**config.mk**
```make
export PLATFORM = sky130hd
export DESIGN_NAME = xt_peripheral_glue
export DESIGN_NICKNAME = d
export VERILOG_FILES = /design/src/source/xt_bus_pkg.sv /design/src/source/ems_pkg.sv /design/src/source/xt_peripheral_glue.sv /design/src/source/timer_clock_divider.sv /design/src/source/bus_readback.sv /design/src/source/misc_port_registers.sv /design/src/source/ems_page_mapper.sv /design/src/source/xt_io_decoder.sv
export SDC_FILE = /design/constraint.sdc
export NUM_CORES = 1
export LEC_CHECK = 0
export BUFFER_PORTS_ARGS = -buffer_cell sky130_fd_sc_hd__buf_2
export CORE_UTILIZATION = 50
export DETAILED_ROUTE_END_ITERATION = 12
export PLACE_DENSITY = 0.81
export SYNTH_ARGS = -nofsm -noshare
export SYNTH_HDL_FRONTEND = slang
export SYNTH_SLANG_ARGS = --single-unit
```
**constraint.sdc**
```tcl
create_clock -name clock -period 5.1 [get_ports clock]
set_clock_uncertainty 0.2 [all_clocks]
set_input_delay 0.255 -clock clock [delete_from_list [all_inputs] [get_ports clock]]
set_output_delay 0.255 -clock clock [all_outputs]
set_load 0.02 [all_outputs]
```
**src/source/xt_bus_pkg.sv**
```systemverilog
// ~~~~~~~~~~~~~~~~~~~~~~~~~~~~~~~~~~~~~~~~
// CPU bus types and the fixed I/O port map
// of the XT peripheral glue. Referenced by
// scoped names from the bus-facing modules.
// ~~~~~~~~~~~~~~~~~~~~~~~~~~~~~~~~~~~~~~~~

package xt_bus_pkg;

    // 20-bit CPU address, memory and I/O cycles share it
    typedef logic [19:0] bus_addr_t;

    // I/O port number, lower 16 bits of the CPU address
    typedef logic [15:0] io_addr_t;

    typedef logic [7:0] bus_data_t;

    // Parallel port data latch
    localparam io_addr_t LPT_PORT = 16'h0378;

    // Tandy NMI mask, A0h-A7h, matched on bits 15:3
    localparam io_addr_t NMI_MASK_BASE = 16'h00A0;

    // EMS page registers, 260h-263h, matched on bits 15:2
    localparam io_addr_t EMS_PORT_BASE = 16'h0260;

    // Read value of an unmapped page, reset value of LPT and NMI mask
    localparam bus_data_t IDLE_BYTE = 8'hFF;

endpackage
```
**src/source/ems_pkg.sv**
```systemverilog
// ~~~~~~~~~~~~~~~~~~~~~~~~~~~~~~~~~~~~~~~~
// EMS page mapper types and constants.
// Page frame sits at A000h, C000h or D000h
// depending on the frame select input.
// ~~~~~~~~~~~~~~~~~~~~~~~~~~~~~~~~~~~~~~~~

package ems_pkg;

    localparam int EMS_PAGES = 4;

    typedef logic [1:0] ems_index_t;

    // Bank number a page is mapped to
    typedef logic [6:0] ems_map_t;

    typedef logic [1:0] ems_frame_t;

    // Upper address nibble of the page frame
    typedef logic [3:0] frame_code_t;

    localparam frame_code_t FRAME_CODE_A = 4'hA;
    localparam frame_code_t FRAME_CODE_C = 4'hC;
    localparam frame_code_t FRAME_CODE_D = 4'hD;

    // Written to a page register to unmap it
    localparam xt_bus_pkg::bus_data_t EMS_DISABLE_BYTE = 8'hFF;

    // Written values below this map the page
    localparam xt_bus_pkg::bus_data_t EMS_MAP_LIMIT = 8'h80;

endpackage

```
**src/source/xt_peripheral_glue.sv**
```systemverilog
// ~~~~~~~~~~~~~~~~~~~~~~~~~~~~~~~~~~~~~~~~
// XT peripheral I/O glue top level. Hooks
// the port decoder to the EMS, LPT and NMI
// registers, read-back and timer clock.
// ~~~~~~~~~~~~~~~~~~~~~~~~~~~~~~~~~~~~~~~~
`timescale 1ns/1ps

module xt_peripheral_glue (
    input  logic                          clock,
    input  logic                          reset,
    input  xt_bus_pkg::bus_addr_t         address_i,
    input  xt_bus_pkg::bus_data_t         data_i,
    input  logic                          io_read_n_i,
    input  logic                          io_write_n_i,
    input  logic                          memory_read_n_i,
    input  logic                          memory_write_n_i,
    input  logic                          address_enable_n_i,
    input  logic                          tandy_video_i,
    input  logic                          ems_enabled_i,
    input  ems_pkg::ems_frame_t           ems_frame_i,
    input  logic                          peripheral_clock_i,
    output xt_bus_pkg::bus_data_t         data_o,
    output logic                          data_valid_o,
    output logic [ems_pkg::EMS_PAGES-1:0] ems_bank_hit_o,
    output logic                          timer_clock_o
);

    logic                  ems_write_sel;
    logic                  ems_read_sel;
    logic                  lpt_write_sel;
    logic                  lpt_read_sel;
    logic                  nmi_write_sel;
    logic                  nmi_read_sel;
    xt_bus_pkg::bus_data_t ems_read_data;
    xt_bus_pkg::bus_data_t lpt_data;
    xt_bus_pkg::bus_data_t nmi_mask;

    xt_io_decoder xt_io_decoder_inst (
        .address_i          (address_i),
        .address_enable_n_i (address_enable_n_i),
        .io_read_n_i        (io_read_n_i),
        .io_write_n_i       (io_write_n_i),
        .tandy_video_i      (tandy_video_i),
        .ems_enabled_i      (ems_enabled_i),
        .ems_write_sel_o    (ems_write_sel),
        .ems_read_sel_o     (ems_read_sel),
        .lpt_write_sel_o    (lpt_write_sel),
        .lpt_read_sel_o     (lpt_read_sel),
        .nmi_write_sel_o    (nmi_write_sel),
        .nmi_read_sel_o     (nmi_read_sel)
    );

    ems_page_mapper ems_page_mapper_inst (
        .clock            (clock),
        .reset            (reset),
        .address_i        (address_i),
        .data_i           (data_i),
        .write_sel_i      (ems_write_sel),
        .memory_read_n_i  (memory_read_n_i),
        .memory_write_n_i (memory_write_n_i),
        .frame_i          (ems_frame_i),
        .read_data_o      (ems_read_data),
        .bank_hit_o       (ems_bank_hit_o)
    );

    misc_port_registers misc_port_registers_inst (
        .clock           (clock),
        .reset           (reset),
        .data_i          (data_i),
        .lpt_write_sel_i (lpt_write_sel),
        .nmi_write_sel_i (nmi_write_sel),
        .lpt_data_o      (lpt_data),
        .nmi_mask_o      (nmi_mask)
    );

    bus_readback bus_readback_inst (
        .clock          (clock),
        .reset          (reset),
        .ems_read_sel_i (ems_read_sel),
        .lpt_read_sel_i (lpt_read_sel),
        .nmi_read_sel_i (nmi_read_sel),
        .ems_data_i     (ems_read_data),
        .lpt_data_i     (lpt_data),
        .nmi_data_i     (nmi_mask),
        .data_o         (data_o),
        .data_valid_o   (data_valid_o)
    );

    timer_clock_divider timer_clock_divider_inst (
        .clock              (clock),
        .reset              (reset),
        .peripheral_clock_i (peripheral_clock_i),
        .timer_clock_o      (timer_clock_o)
    );

endmodule

```
**src/source/timer_clock_divider.sv**
```systemverilog
// ~~~~~~~~~~~~~~~~~~~~~~~~~~~~~~~~~~~~~~~~
// Timer input clock, the peripheral clock
// synchronized and divided by two.
// ~~~~~~~~~~~~~~~~~~~~~~~~~~~~~~~~~~~~~~~~
`timescale 1ns/1ps

module timer_clock_divider (
    input  logic clock,
    input  logic reset,
    input  logic peripheral_clock_i,
    output logic timer_clock_o
);

    logic sync_meta;
    logic sync_q;
    logic sync_prev;
    logic timer_clock;

    always_ff @(posedge clock, posedge reset) begin
        if (reset) begin
            sync_meta   <= 1'b0;
            sync_q      <= 1'b0;
            sync_prev   <= 1'b0;
            timer_clock <= 1'b0;
        end else begin
            sync_meta <= peripheral_clock_i;
            sync_q    <= sync_meta;
            sync_prev <= sync_q;
            if (sync_q && ~sync_prev) begin
                timer_clock <= ~timer_clock;
            end
        end
    end

    assign timer_clock_o = timer_clock;

endmodule

```
**src/source/bus_readback.sv**
```systemverilog
// ~~~~~~~~~~~~~~~~~~~~~~~~~~~~~~~~~~~~~~~~
// Registered read mux toward the CPU bus.
// Priority EMS, LPT, NMI; idles at zero
// with the drive flag low.
// ~~~~~~~~~~~~~~~~~~~~~~~~~~~~~~~~~~~~~~~~
`timescale 1ns/1ps

module bus_readback (
    input  logic                  clock,
    input  logic                  reset,
    input  logic                  ems_read_sel_i,
    input  logic                  lpt_read_sel_i,
    input  logic                  nmi_read_sel_i,
    input  xt_bus_pkg::bus_data_t ems_data_i,
    input  xt_bus_pkg::bus_data_t lpt_data_i,
    input  xt_bus_pkg::bus_data_t nmi_data_i,
    output xt_bus_pkg::bus_data_t data_o,
    output logic                  data_valid_o
);

    xt_bus_pkg::bus_data_t read_data;
    logic                  read_valid;

    always_ff @(posedge clock, posedge reset) begin
        if (reset) begin
            read_valid <= 1'b0;
            read_data  <= '0;
        end else if (ems_read_sel_i) begin
            read_valid <= 1'b1;
            read_data  <= ems_data_i;
        end else if (lpt_read_sel_i) begin
            read_valid <= 1'b1;
            read_data  <= lpt_data_i;
        end else if (nmi_read_sel_i) begin
            read_valid <= 1'b1;
            read_data  <= nmi_data_i;
        end else begin
            // Chipset releases the bus
            read_valid <= 1'b0;
            read_data  <= '0;
        end
    end

    assign data_o       = read_data;
    assign data_valid_o = read_valid;

endmodule

```
**src/source/misc_port_registers.sv**
```systemverilog
// ~~~~~~~~~~~~~~~~~~~~~~~~~~~~~~~~~~~~~~~~
// Parallel port data latch and Tandy NMI
// mask register, loaded on write select.
// ~~~~~~~~~~~~~~~~~~~~~~~~~~~~~~~~~~~~~~~~
`timescale 1ns/1ps

module misc_port_registers (
    input  logic                  clock,
    input  logic                  reset,
    input  xt_bus_pkg::bus_data_t data_i,
    input  logic                  lpt_write_sel_i,
    input  logic                  nmi_write_sel_i,
    output xt_bus_pkg::bus_data_t lpt_data_o,
    output xt_bus_pkg::bus_data_t nmi_mask_o
);

    xt_bus_pkg::bus_data_t lpt_data;
    xt_bus_pkg::bus_data_t nmi_mask;

    always_ff @(posedge clock, posedge reset) begin
        if (reset) begin
            lpt_data <= xt_bus_pkg::IDLE_BYTE;
        end else if (lpt_write_sel_i) begin
            lpt_data <= data_i;
        end
    end

    // All NMI sources masked out of reset
    always_ff @(posedge clock, posedge reset) begin
        if (reset) begin
            nmi_mask <= xt_bus_pkg::IDLE_BYTE;
        end else if (nmi_write_sel_i) begin
            nmi_mask <= data_i;
        end
    end

    assign lpt_data_o = lpt_data;
    assign nmi_mask_o = nmi_mask;

endmodule

```
**src/source/ems_page_mapper.sv**
```systemverilog
// ~~~~~~~~~~~~~~~~~~~~~~~~~~~~~~~~~~~~~~~~
// Four EMS page registers with a one-stage
// write capture, port read data and the
// memory window hit flags per page.
// ~~~~~~~~~~~~~~~~~~~~~~~~~~~~~~~~~~~~~~~~
`timescale 1ns/1ps

module ems_page_mapper (
    input  logic                          clock,
    input  logic                          reset,
    input  xt_bus_pkg::bus_addr_t         address_i,
    input  xt_bus_pkg::bus_data_t         data_i,
    input  logic                          write_sel_i,
    input  logic                          memory_read_n_i,
    input  logic                          memory_write_n_i,
    input  ems_pkg::ems_frame_t           frame_i,
    output xt_bus_pkg::bus_data_t         read_data_o,
    output logic [ems_pkg::EMS_PAGES-1:0] bank_hit_o
);

    ems_pkg::ems_map_t           page_map [ems_pkg::EMS_PAGES];
    logic [ems_pkg::EMS_PAGES-1:0] page_enable;

    // Capture stage
    logic                  pend_write;
    ems_pkg::ems_index_t   pend_index;
    ems_pkg::ems_map_t     pend_map;
    logic                  pend_enable;

    ems_pkg::ems_index_t   port_index;
    logic                  unmap_value;
    logic                  map_value;
    ems_pkg::frame_code_t  frame_code;
    logic                  memory_strobe;

    assign port_index  = address_i[1:0];
    assign unmap_value = (data_i == ems_pkg::EMS_DISABLE_BYTE);
    assign map_value   = (data_i < ems_pkg::EMS_MAP_LIMIT);

    // Values 80h-FEh are ignored, so no update is queued for them
    always_ff @(posedge clock, posedge reset) begin
        if (reset) begin
            pend_write <= 1'b0;
        end else begin
            pend_write <= write_sel_i && (unmap_value || map_value);
        end
    end

    always_ff @(posedge clock) begin
        pend_index  <= port_index;
        pend_map    <= data_i[6:0];
        pend_enable <= map_value;
    end

    always_ff @(posedge clock, posedge reset) begin
        if (reset) begin
            for (int k = 0; k < ems_pkg::EMS_PAGES; k++) begin
                page_map[k] <= '0;
            end
            page_enable <= '0;
        end else if (pend_write) begin
            page_map[pend_index]    <= pend_map;
            page_enable[pend_index] <= pend_enable;
        end
    end

    assign read_data_o = page_enable[port_index] ? {1'b0, page_map[port_index]}
                                                 : xt_bus_pkg::IDLE_BYTE;

    always_comb begin
        case (frame_i)
            2'd0:    frame_code = ems_pkg::FRAME_CODE_A;
            2'd1:    frame_code = ems_pkg::FRAME_CODE_C;
            default: frame_code = ems_pkg::FRAME_CODE_D;
        endcase
    end

    assign memory_strobe = ~memory_read_n_i || ~memory_write_n_i;

    // Each page is a 16 KB slot inside the 64 KB frame
    always_comb begin
        for (int k = 0; k < ems_pkg::EMS_PAGES; k++) begin
            bank_hit_o[k] = memory_strobe && page_enable[k]
                && (address_i[19:14] == {frame_code, ems_pkg::ems_index_t'(k)});
        end
    end

endmodule

```
**src/source/xt_io_decoder.sv**
```systemverilog
// ~~~~~~~~~~~~~~~~~~~~~~~~~~~~~~~~~~~~~~~~
// I/O address decode for the glue's ports.
// Produces one read and one write select
// per register group, combinationally.
// ~~~~~~~~~~~~~~~~~~~~~~~~~~~~~~~~~~~~~~~~
`timescale 1ns/1ps

module xt_io_decoder (
    input  xt_bus_pkg::bus_addr_t address_i,
    input  logic                  address_enable_n_i,
    input  logic                  io_read_n_i,
    input  logic                  io_write_n_i,
    input  logic                  tandy_video_i,
    input  logic                  ems_enabled_i,
    output logic                  ems_write_sel_o,
    output logic                  ems_read_sel_o,
    output logic                  lpt_write_sel_o,
    output logic                  lpt_read_sel_o,
    output logic                  nmi_write_sel_o,
    output logic                  nmi_read_sel_o
);

    xt_bus_pkg::io_addr_t port_address;
    logic                 io_cycle;
    logic                 ems_hit;
    logic                 lpt_hit;
    logic                 nmi_hit;

    assign port_address = address_i[15:0];

    // DMA owns the bus while address enable is high
    assign io_cycle = ~address_enable_n_i;

    assign ems_hit = io_cycle && ems_enabled_i
        && (port_address[15:2] == xt_bus_pkg::EMS_PORT_BASE[15:2]);

    assign lpt_hit = io_cycle && (port_address == xt_bus_pkg::LPT_PORT);

    // NMI mask only exists on the Tandy
    assign nmi_hit = io_cycle && tandy_video_i
        && (port_address[15:3] == xt_bus_pkg::NMI_MASK_BASE[15:3]);

    assign ems_write_sel_o = ems_hit && ~io_write_n_i;
    assign ems_read_sel_o  = ems_hit && ~io_read_n_i;
    assign lpt_write_sel_o = lpt_hit && ~io_write_n_i;
    assign lpt_read_sel_o  = lpt_hit && ~io_read_n_i;
    assign nmi_write_sel_o = nmi_hit && ~io_write_n_i;
    assign nmi_read_sel_o  = nmi_hit && ~io_read_n_i;

endmodule

```
==> metrics list, run 1 <==
* Share of cells above drive strength 1: 0.450
* Later-pin clock latency in the skew report: 340 ps
* CTS H-tree depth: 3
- STA classifies the critical path endpoint as an output port.
- Clock net sink count: 72
- For this run, the number of Yosys warnings is 0.
- Clock transition at the registers of the reported paths: 70 ps
* Most repeated library cell on the critical path: sky130_fd_sc_hd__buf_2
- At the end of routability-driven placement, the weighted congestion stood at 0.765.
- The worst path needs 2200 ps of the cycle, external delays included.
* Largest area contributor in the synthesized netlist: sky130_fd_sc_hd__dfrtp_1
- In this run the horizontal extent of the chip is 81.3 um.
- Number of antenna violations at the first check in global routing: 0
- After detailed routing, the average wire length per cell comes to 16.7 um.
* Placed Cells incl. Taps: 371
- Switching component of the power: 0.264 mW
- Antenna-violating nets left: 0
- Largest net degree at the start of global routing: 63
- CTS tree: built
* Number of cells traversed by the worst hold path: 4
- The tool flagged a number of max-cap violations equal to 0.
* Quantity of hold-fixing buffers added after cts: 10
- In this run the vertical extent of the chip is 81.3 um.
- Area Overhead vs Synth: 20.4%
* Global route total overflow: 0
- Stages on worst setup path: 6
- The signal on the critical path passes through buf_2 -> or3b_2 -> a211oi_1 -> o211ai_1 -> nor4b_1 -> buf_2.
- Crit Path Max Fanout: 4
- Sum Neg Setup Slack: 0 ps
- Final HPWL DP: 4570 um
- Buffers placed on the I/O ports in this run total 53.
- Post-Syn Area per Cell: 12.4 um^2
- Internal power consumption: 0.886 mW
- The region available for standard cell placement spans 0.00599 mm^2.
- Before antenna repair, the detailed router went through 6 iterations.
* Total count of max-transition violations in the final report: 0
- Number of endpoints failing setup at the final stage: 0
* Post-CTS Repair Setup Buffers: 0
- For this run, the slowest stage of the critical path takes 450 ps.
* Slew @ Worst Pin: 783 ps
- The die covers 0.00662 mm^2.
- Number of cell rows: 28
* Final worst-path cycle share: 0.430
- Worst slew margin relative to its limit: 0.476
- The synthesized design contains 72 register bits.
- Max Freq: 456 MHz
- Yosys attributes the largest share of cell area to sky130_fd_sc_hd__dfrtp_1 37%, sky130_fd_sc_hd__mux2_2 18%, sky130_fd_sc_hd__dfstp_2 13%, sky130_fd_sc_hd__dfxtp_1 6.4%, sky130_fd_sc_hd__a21oi_1 3.0%.
- Fraction of post-synthesis cell area in the top cell type by area: 0.366
* Longest Clk Path Bufs: 2
- Post-synthesis instance area: 0.00315 mm^2
* End of the worst register-to-register path: ems_page_mapper_inst.page_map[26]$_DFFE_PP0P_
- The cell count after synthesis came out at 253.
- The startpoint identified for the worst hold timing path is io_write_n_i.
- Counting every net in the synthesized netlist gives 293.
- Total of fill cells in the finished design: 451
- The setup path with the least slack is of type input pin to output port.
- First-pass GRT wire length: 11000 um
* Min-Delay Path Class: input pin to register
- Required time worst endpoint: 4640 ps
* Count of pins on the block boundary: 54
- Final hold violation count: 0
* Destination of the worst hold path: ems_page_mapper_inst.pend_write$_DFF_PP0_
- The critical path contains buffers and inverters numbering 2 combined.
- The worst setup path is launched from an input pin.
- Leakage dissipation: 1.79 nW
* Root buffer cell: sky130_fd_sc_hd__clkbuf_8
- The worst register-to-register path has a depth of 2.
* Setup slack on the worst flop-to-flop path: 3330 ps
- Dividing total power by cell area gives a power density of 303 mW/mm^2.
- In the final design database the tool counted 357 nets.
* Overall global routing resource usage: 0.227
- The initial utilization of the core area, before any placement, comes to 0.525.
* Total CTS buffers: 9
- Register area share after synthesis: 0.563
- The number of antenna diodes in the final layout is 0.
- Total number of vias: 2234
* Total of cells resized after clock tree synthesis: 0
- Most frequent cells in the layout: 53 x sky130_fd_sc_hd__buf_2, 49 x sky130_fd_sc_hd__mux2_2, 46 x sky130_fd_sc_hd__dfrtp_1, 19 x sky130_fd_sc_hd__a21oi_1, 16 x sky130_fd_sc_hd__dfstp_2
- Across the VDD grid, the largest voltage drop is 0.223 mV.
- Part of the power in registers: 0.511
* Final std cells w/o fill: 397
- The share of total power dissipated in the clock network is 0.426.
- For this run, design rule violations remaining after detail routing come to 0.
* Power, Total: 1.15 mW
- Iteration-0 DRC count of the detailed router: 110
* Leading cell type in the layout, fill and taps excluded: sky130_fd_sc_hd__buf_2
- Summed over all layers, the routed wires come to 6640 um.
* Critical path's slowest cell: sky130_fd_sc_hd__or3b_2
- The flow ran to the end, and the final reports show no timing, DRC or antenna violations.
- Using the TritonRoute via totals, the vias-per-cell ratio works out to 5.63.
- The worst register-to-register path begins at ems_page_mapper_inst.pend_write$_DFF_PP0_.
- Critical path's top delay family: simple AND/OR/NAND/NOR gates
* Arrival time of data at the critical path endpoint: 1740 ps
- Counting distinct cell types in the post-synthesis netlist gives 42.
- Via count of the first global-routing pass: 2259
- Gate power share: 0.063
* Switching share of power: 0.230
* Setup repair after global routing missed its margin: no
## sequential cells by signal (all words and copies together), names as in the netlist, 2 cells and up
name and count:
ems_page_mapper_inst.pend_map 7, ems_page_mapper_inst.page_enable 4, ems_page_mapper_inst.pend_index 2, misc_port_registers_inst.nmi_mask_o 8, misc_port_registers_inst.lpt_data_o 8, bus_readback_inst.data_o 8, ems_page_mapper_inst.page_map 28
## power groups by stage
stage	registers, mW	clock network, mW	logic (mW)
finish	0.587	0.490	0.0720
global route	0.589	0.530	0.0796
CTS	0.587	0.496	0.0716
detailed placement	0.598	0	0.0654
global placement	0.598	0	0.0638
floorplan	0.601	0	0.0294
## synthesized netlist by cell type
library cell                count
sky130_fd_sc_hd__buf_2          2
sky130_fd_sc_hd__dfxtp_1       10
sky130_fd_sc_hd__nor4_4         2
sky130_fd_sc_hd__and4b_1        1
sky130_fd_sc_hd__inv_1          9
sky130_fd_sc_hd__or4bb_1        2
sky130_fd_sc_hd__nand4_1        1
sky130_fd_sc_hd__o21ai_0       10
sky130_fd_sc_hd__nor4_2         1
sky130_fd_sc_hd__or4b_2         1
sky130_fd_sc_hd__clkbuf_1       7
sky130_fd_sc_hd__nor4bb_1       1
sky130_fd_sc_hd__a31oi_1        2
sky130_fd_sc_hd__nand3b_1       3
sky130_fd_sc_hd__or4b_1         1
sky130_fd_sc_hd__a22oi_1        8
sky130_fd_sc_hd__mux2_2        49
sky130_fd_sc_hd__nor3_1         3
sky130_fd_sc_hd__a21oi_1       19
sky130_fd_sc_hd__nand2_2        1
sky130_fd_sc_hd__buf_1          2
sky130_fd_sc_hd__a211oi_1       1
sky130_fd_sc_hd__dfstp_2       16
sky130_fd_sc_hd__xnor2_1        1
sky130_fd_sc_hd__nand3_1        3
sky130_fd_sc_hd__o221ai_1       1
sky130_fd_sc_hd__nand4bb_1      1
sky130_fd_sc_hd__and3_1         1
sky130_fd_sc_hd__nand2b_1       2
sky130_fd_sc_hd__o211ai_1       1
sky130_fd_sc_hd__a21o_1         2
sky130_fd_sc_hd__dfrtp_1       46
sky130_fd_sc_hd__nand2_1       13
sky130_fd_sc_hd__or3b_2         1
sky130_fd_sc_hd__nor2_1        11
sky130_fd_sc_hd__or4_1          1
sky130_fd_sc_hd__a32oi_1        6
sky130_fd_sc_hd__mux2i_1        7
sky130_fd_sc_hd__buf_4          1
sky130_fd_sc_hd__or4_4          1
sky130_fd_sc_hd__nor3b_2        1
sky130_fd_sc_hd__nor4b_1        1
## final cells by class
cell class	instances	area, um^2	area share
Timing Repair Buffer	65	380	0.100
Sequential cell	72	1770	0.467
Inverter	9	33.8	0.00891
Clock buffer	9	124	0.0327
Multi-Input combinational cell	160	1290	0.341
Clock inverter	7	95.1	0.0251
Tap cell	75	93.8	0.0248
## stage by stage
stage	hold slack (ps)	instance area, um^2	utilization	setup WS, ps
finish	18.4	3790	0.633	2900
global route	13.6	3790	0.633	2810
CTS	9.60	3790	0.633	2900
detailed placement	140	3470	0.579	2700
global placement	132	3470	0.579	2730
floorplan	82.7	3150	-	2800
## worst max path at each step
stage	from	to	slack, ps
detailed placement	address_i[11]	bus_readback_inst.data_o[6]$_DFF_PP0_	2700
finish	ems_frame_i[0]	ems_bank_hit_o[0]	2900
floorplan	ems_frame_i[0]	ems_bank_hit_o[0]	2800
global route	ems_frame_i[0]	ems_bank_hit_o[0]	2810
global placement	address_i[11]	bus_readback_inst.data_o[6]$_DFF_PP0_	2730
CTS	ems_frame_i[0]	ems_bank_hit_o[0]	2900
## per-layer routing
metal	vias to the layer above	wire length [um]	global-route usage
li1	1053	-	-
met1	1128	2900	0.300
met5	-	0	0
met2	39	3420	0.365
met4	0	99	0.0839
met3	14	221	0.0494
## logic make-up after synthesis
kind of cell,Yosys count,synth area share
flip-flops,72,0.563
XOR/XNOR,1,0.00278
buffers and inverters,21,0.0270
multiplexers,56,0.198
AO/OA/AOI/OAI,50,0.0982
AND/OR/NAND/NOR,53,0.112
## worst reg2reg max path: cells and delay by family (launching register included)
| kind | cells | cell delay, ps |
|---|---|---|
| DFF | 1 | 380 |
| and+or+nand+nor | 1 | 670 |
| muxes | 1 | 420 |
No activity file was read; power rests on OpenSTA's default activity.
==> inputs of run 2 (changes only) <==
==> constraint.sdc (replaced) <==
create_clock -name clock -period 2.3 [get_ports clock]
set_clock_uncertainty 0.2 [all_clocks]
set_input_delay 0.115 -clock clock [delete_from_list [all_inputs] [get_ports clock]]
set_output_delay 0.115 -clock clock [all_outputs]
set_load 0.02 [all_outputs]
==> run 2 against run 1 <==
  * Utilization rose by 0.42 points
  * Highest routed layer unchanged
  * Sequential share of layout area is 0.31 points lower
  * Final area up 0.66%
  * Critical endpoint is now misc_port_registers_inst.lpt_data_o[6]$_DFFE_PP1P_
==> metrics list, run 2 (synthesized netlist as in run 1, its figures left out) <==
- Number of cells traversed by the worst hold path: 3 (-1)
- The slowest stage of the critical path belongs to the cell sky130_fd_sc_hd__dlygate4sd3_1.
- Largest register by flop count: ems_page_mapper_inst.page_map
- Leaving out fill and tap cells, the most frequent cell in the layout is sky130_fd_sc_hd__buf_2.
* Placeable Area: 0.00599 mm^2 (unchanged)
* Run status: finished, final reports clean
- The detailed-route wire length per cell came to 16.5 um (-1.4%).
- The combinational share of power was 0.072 (+0.009).
* Nature of the critical path startpoint: input pin
- Share of cells above drive strength 1: 0.441 (-0.00958)
* Switching component of the power: 0.536 mW (+100%)
* Via count of the first global-routing pass: 2220 (-1.7%)
- The internal power came to 1.81 mW (+100%).
- The number of gates given a new drive strength after cts came to 0 (unchanged).
- Total power divided by cell area: 615 mW/mm^2 (+100%)
- Post-CTS Repair Setup Buffers: 0 (unchanged)
- Leakage dissipation: 1.81 nW (+0.92%)
* Number of buffers added on ports: 53 (unchanged)
* Number of cell rows: 28 (unchanged)
- # diodes: 0 (unchanged)
- Stages on worst setup path: 6 (unchanged)
- The count of buffering cells on the critical path with inverters included came to 2 (unchanged).
* Later-pin clock latency in the skew report: 340 ps (about the same)
* Clock power share: 0.373 (-0.053)
- The critical path goes through dlygate4sd3_1 -> buf_2 -> nand4bb_1 -> nor2_1 -> nand2_2 -> mux2_2.
- The number of detailed-routing iterations run before antenna repair was 4 (-2).
* Min-Delay Path Class: input pin to register
- Antenna-violating nets left: 0 (unchanged)
- The placed wire-length estimate after detailed placement is 4600 um (+0.60%).
* Part of the power in registers: 0.556 (+0.045)
* Max Freq: 512 MHz
* Iteration-0 DRC count of the detailed router: 125 (+14%)
- Arrival time of data at the critical path endpoint: 2020 ps (+280 ps)
- Max-cap violations: 0 (unchanged)
- The number of pins exceeding their max-slew limit in the final report came to 0 (unchanged).
* Global route total overflow: 0 (unchanged)
- Hold Worst Slack: 20.7 ps (+2.32 ps)
- The DRC violations left was 0 (unchanged).
- Worst slew margin relative to its limit: 0.651 (+0.175)
- The layout net count came to 364 (+2.0%).
- The flip-flop count of the largest register, all copies and words added came to 28 (unchanged).
- Sum Neg Setup Slack: 0 ps (unchanged)
* Final worst-path cycle share: 0.850
- Number of antenna violations at the first check in global routing: 0 (unchanged)
- Largest net degree at the start of global routing: 63 (unchanged)
* Min Clock Period, post-route: 1950 ps
- The number of sinks on the clock net is 72 (unchanged).
- TritonCTS built the clock tree.
- Most frequent cells in the layout: 53 x sky130_fd_sc_hd__buf_2, 49 x sky130_fd_sc_hd__mux2_2, 46 x sky130_fd_sc_hd__dfrtp_1, 19 x sky130_fd_sc_hd__a21oi_1, 16 x sky130_fd_sc_hd__dfstp_2
- Via density: 5.58 (-0.85%)
* Area Overhead vs Synth: 21.2%
- The overall via count from detail_route came to 2254 (+0.90%).
- Broken down by cell family, the worst path's largest delay share belongs to simple AND/OR/NAND/NOR gates.
* Crit Path Max Fanout: 13 (+9)
* Switching share of power: 0.228 (-0.00147)
* Slew @ Worst Pin: 519 ps (-263 ps)
- First-pass GRT wire length: 10700 um (-2.3%)
- Initial core utilization: 0.525 (unchanged)
* VDD IR max: 0.420 mV (+88%)
- Finished Core Util: 0.637 (+0.00418)
- The worst setup slack before clock tree synthesis came to 214 ps (-2490 ps).
- The root buffer cell chosen for the clock tree is sky130_fd_sc_hd__clkbuf_8.
- The die boundary height came to 81.3 um (unchanged).
- Required time worst endpoint: 2360 ps (-2280 ps)
* WS Path Type: input pin to register
- Die area: 0.00662 mm^2 (unchanged)
* Setup repair after global routing missed its margin: no
- Number of endpoints failing setup at the final stage: 0 (unchanged)
* Type of element capturing the critical path: register
- The overall die width was 81.3 um (unchanged).
- The number of hold violations in the final report is 0 (unchanged).
- Count of pins on the block boundary: 54 (unchanged)
- The total wire length came to 6660 um (+0.33%).
- The maximum buffer depth of the clock tree was 2 (unchanged).
* RePlAce Congestion: 0.741 (-3.2%)
* Clock transition at the registers of the reported paths: 70 ps (about the same)
- CTS H-tree depth: 3 (unchanged)
* Overall global routing resource usage: 0.226 (-0.00110)
* Total CTS buffers: 9 (unchanged)
- Largest stage delay on the critical path: 530 ps (+80 ps)
* Depth of the worst register-to-register path: 2 (unchanged)
- Post-route worst setup slack: 346 ps (-2560 ps)
==> run 2: changes by cell type in the layout (fill, tap and decap cells not counted), sizes merged <==
cell	previous run	this run
clkinv	3	1
buf	55	59
dlygate4sd3	10	13
bufinv	2	0
clkbuf	9	15
inv	10	9
clkinvlp	1	0
==> run 2: power by group through the flow <==
stage	Clock (mW)	Combinational [mW]	Sequential, mW
floorplan	0	0.0652	1.33
global placement	0	0.147	1.33
detailed placement	0	0.152	1.33
CTS	0.895	0.169	1.30
global route	0.946	0.185	1.31
finish	0.875	0.168	1.30
==> run 2: metrics by stage <==
step | power, mW | area [um^2] | instances
2_1_floorplan | 1.40 | 3150 | 253
3_3_place_gp | 1.47 | 3510 | 375
3_5_place_dp | 1.48 | 3510 | 375
4_1_cts | 2.37 | 3810 | 404
5_1_grt | 2.44 | 3810 | 404
6_report | 2.35 | 3810 | 404
==> run 2: path summary, 6_finish.rpt <==
| path | start | to | slack [ps] |
|---|---|---|---|
| hold reg to reg | timer_clock_divider_inst.sync_meta$_DFF_PP0_ | timer_clock_divider_inst.sync_q$_DFF_PP0_ | 150 |
| hold / removal | address_i[8] | ems_page_mapper_inst.pend_write$_DFF_PP0_ | 20 |
| max in group asynchronous | reset | misc_port_registers_inst.lpt_data_o[3]$_DFFE_PP1P_ | 1410 |
| setup reg to reg | ems_page_mapper_inst.pend_write$_DFF_PP0_ | ems_page_mapper_inst.page_map[10]$_DFFE_PP0P_ | 770 |
| setup / recovery | address_i[1] | misc_port_registers_inst.lpt_data_o[6]$_DFFE_PP1P_ | 350 |
| min in group asynchronous | reset | timer_clock_divider_inst.sync_meta$_DFF_PP0_ | 170 |
==> run 2: repair_timing <==
| item | 4_1_cts | 5_1_grt |
|---|---|---|
| endpoints found under the setup margin | 0 | 0 |
| hold endpoints to repair | 90 | 0 |
| hold buffers | 13 | 0 |
==> run 2: worst reg2reg max path, stage by stage (launching register included) <==
cell	delay [ps]
sky130_fd_sc_hd__dfrtp_1	420
sky130_fd_sc_hd__nand3b_1	410
sky130_fd_sc_hd__mux2_2	400
==> run 2: cell type report <==
cell class | instances | area, um^2
clock buffer | 15 | 166
tap | 75 | 93.8
inverter | 9 | 33.8
timing repair buffer | 72 | 453
sequential | 72 | 1770
multi-input combinational | 160 | 1290
fill | 438 | 2180
clock inverter | 1 | 5.00
==> run 2: per-layer routing <==
| layer | wire [um] | vias to the layer above | track usage |
|---|---|---|---|
| met5 | 0 | - | 0 |
| met4 | 133 | 0 | 0.0804 |
| met3 | 257 | 10 | 0.0472 |
| met2 | 3490 | 52 | 0.363 |
| met1 | 2780 | 1127 | 0.302 |
| li1 | - | 1065 | - |
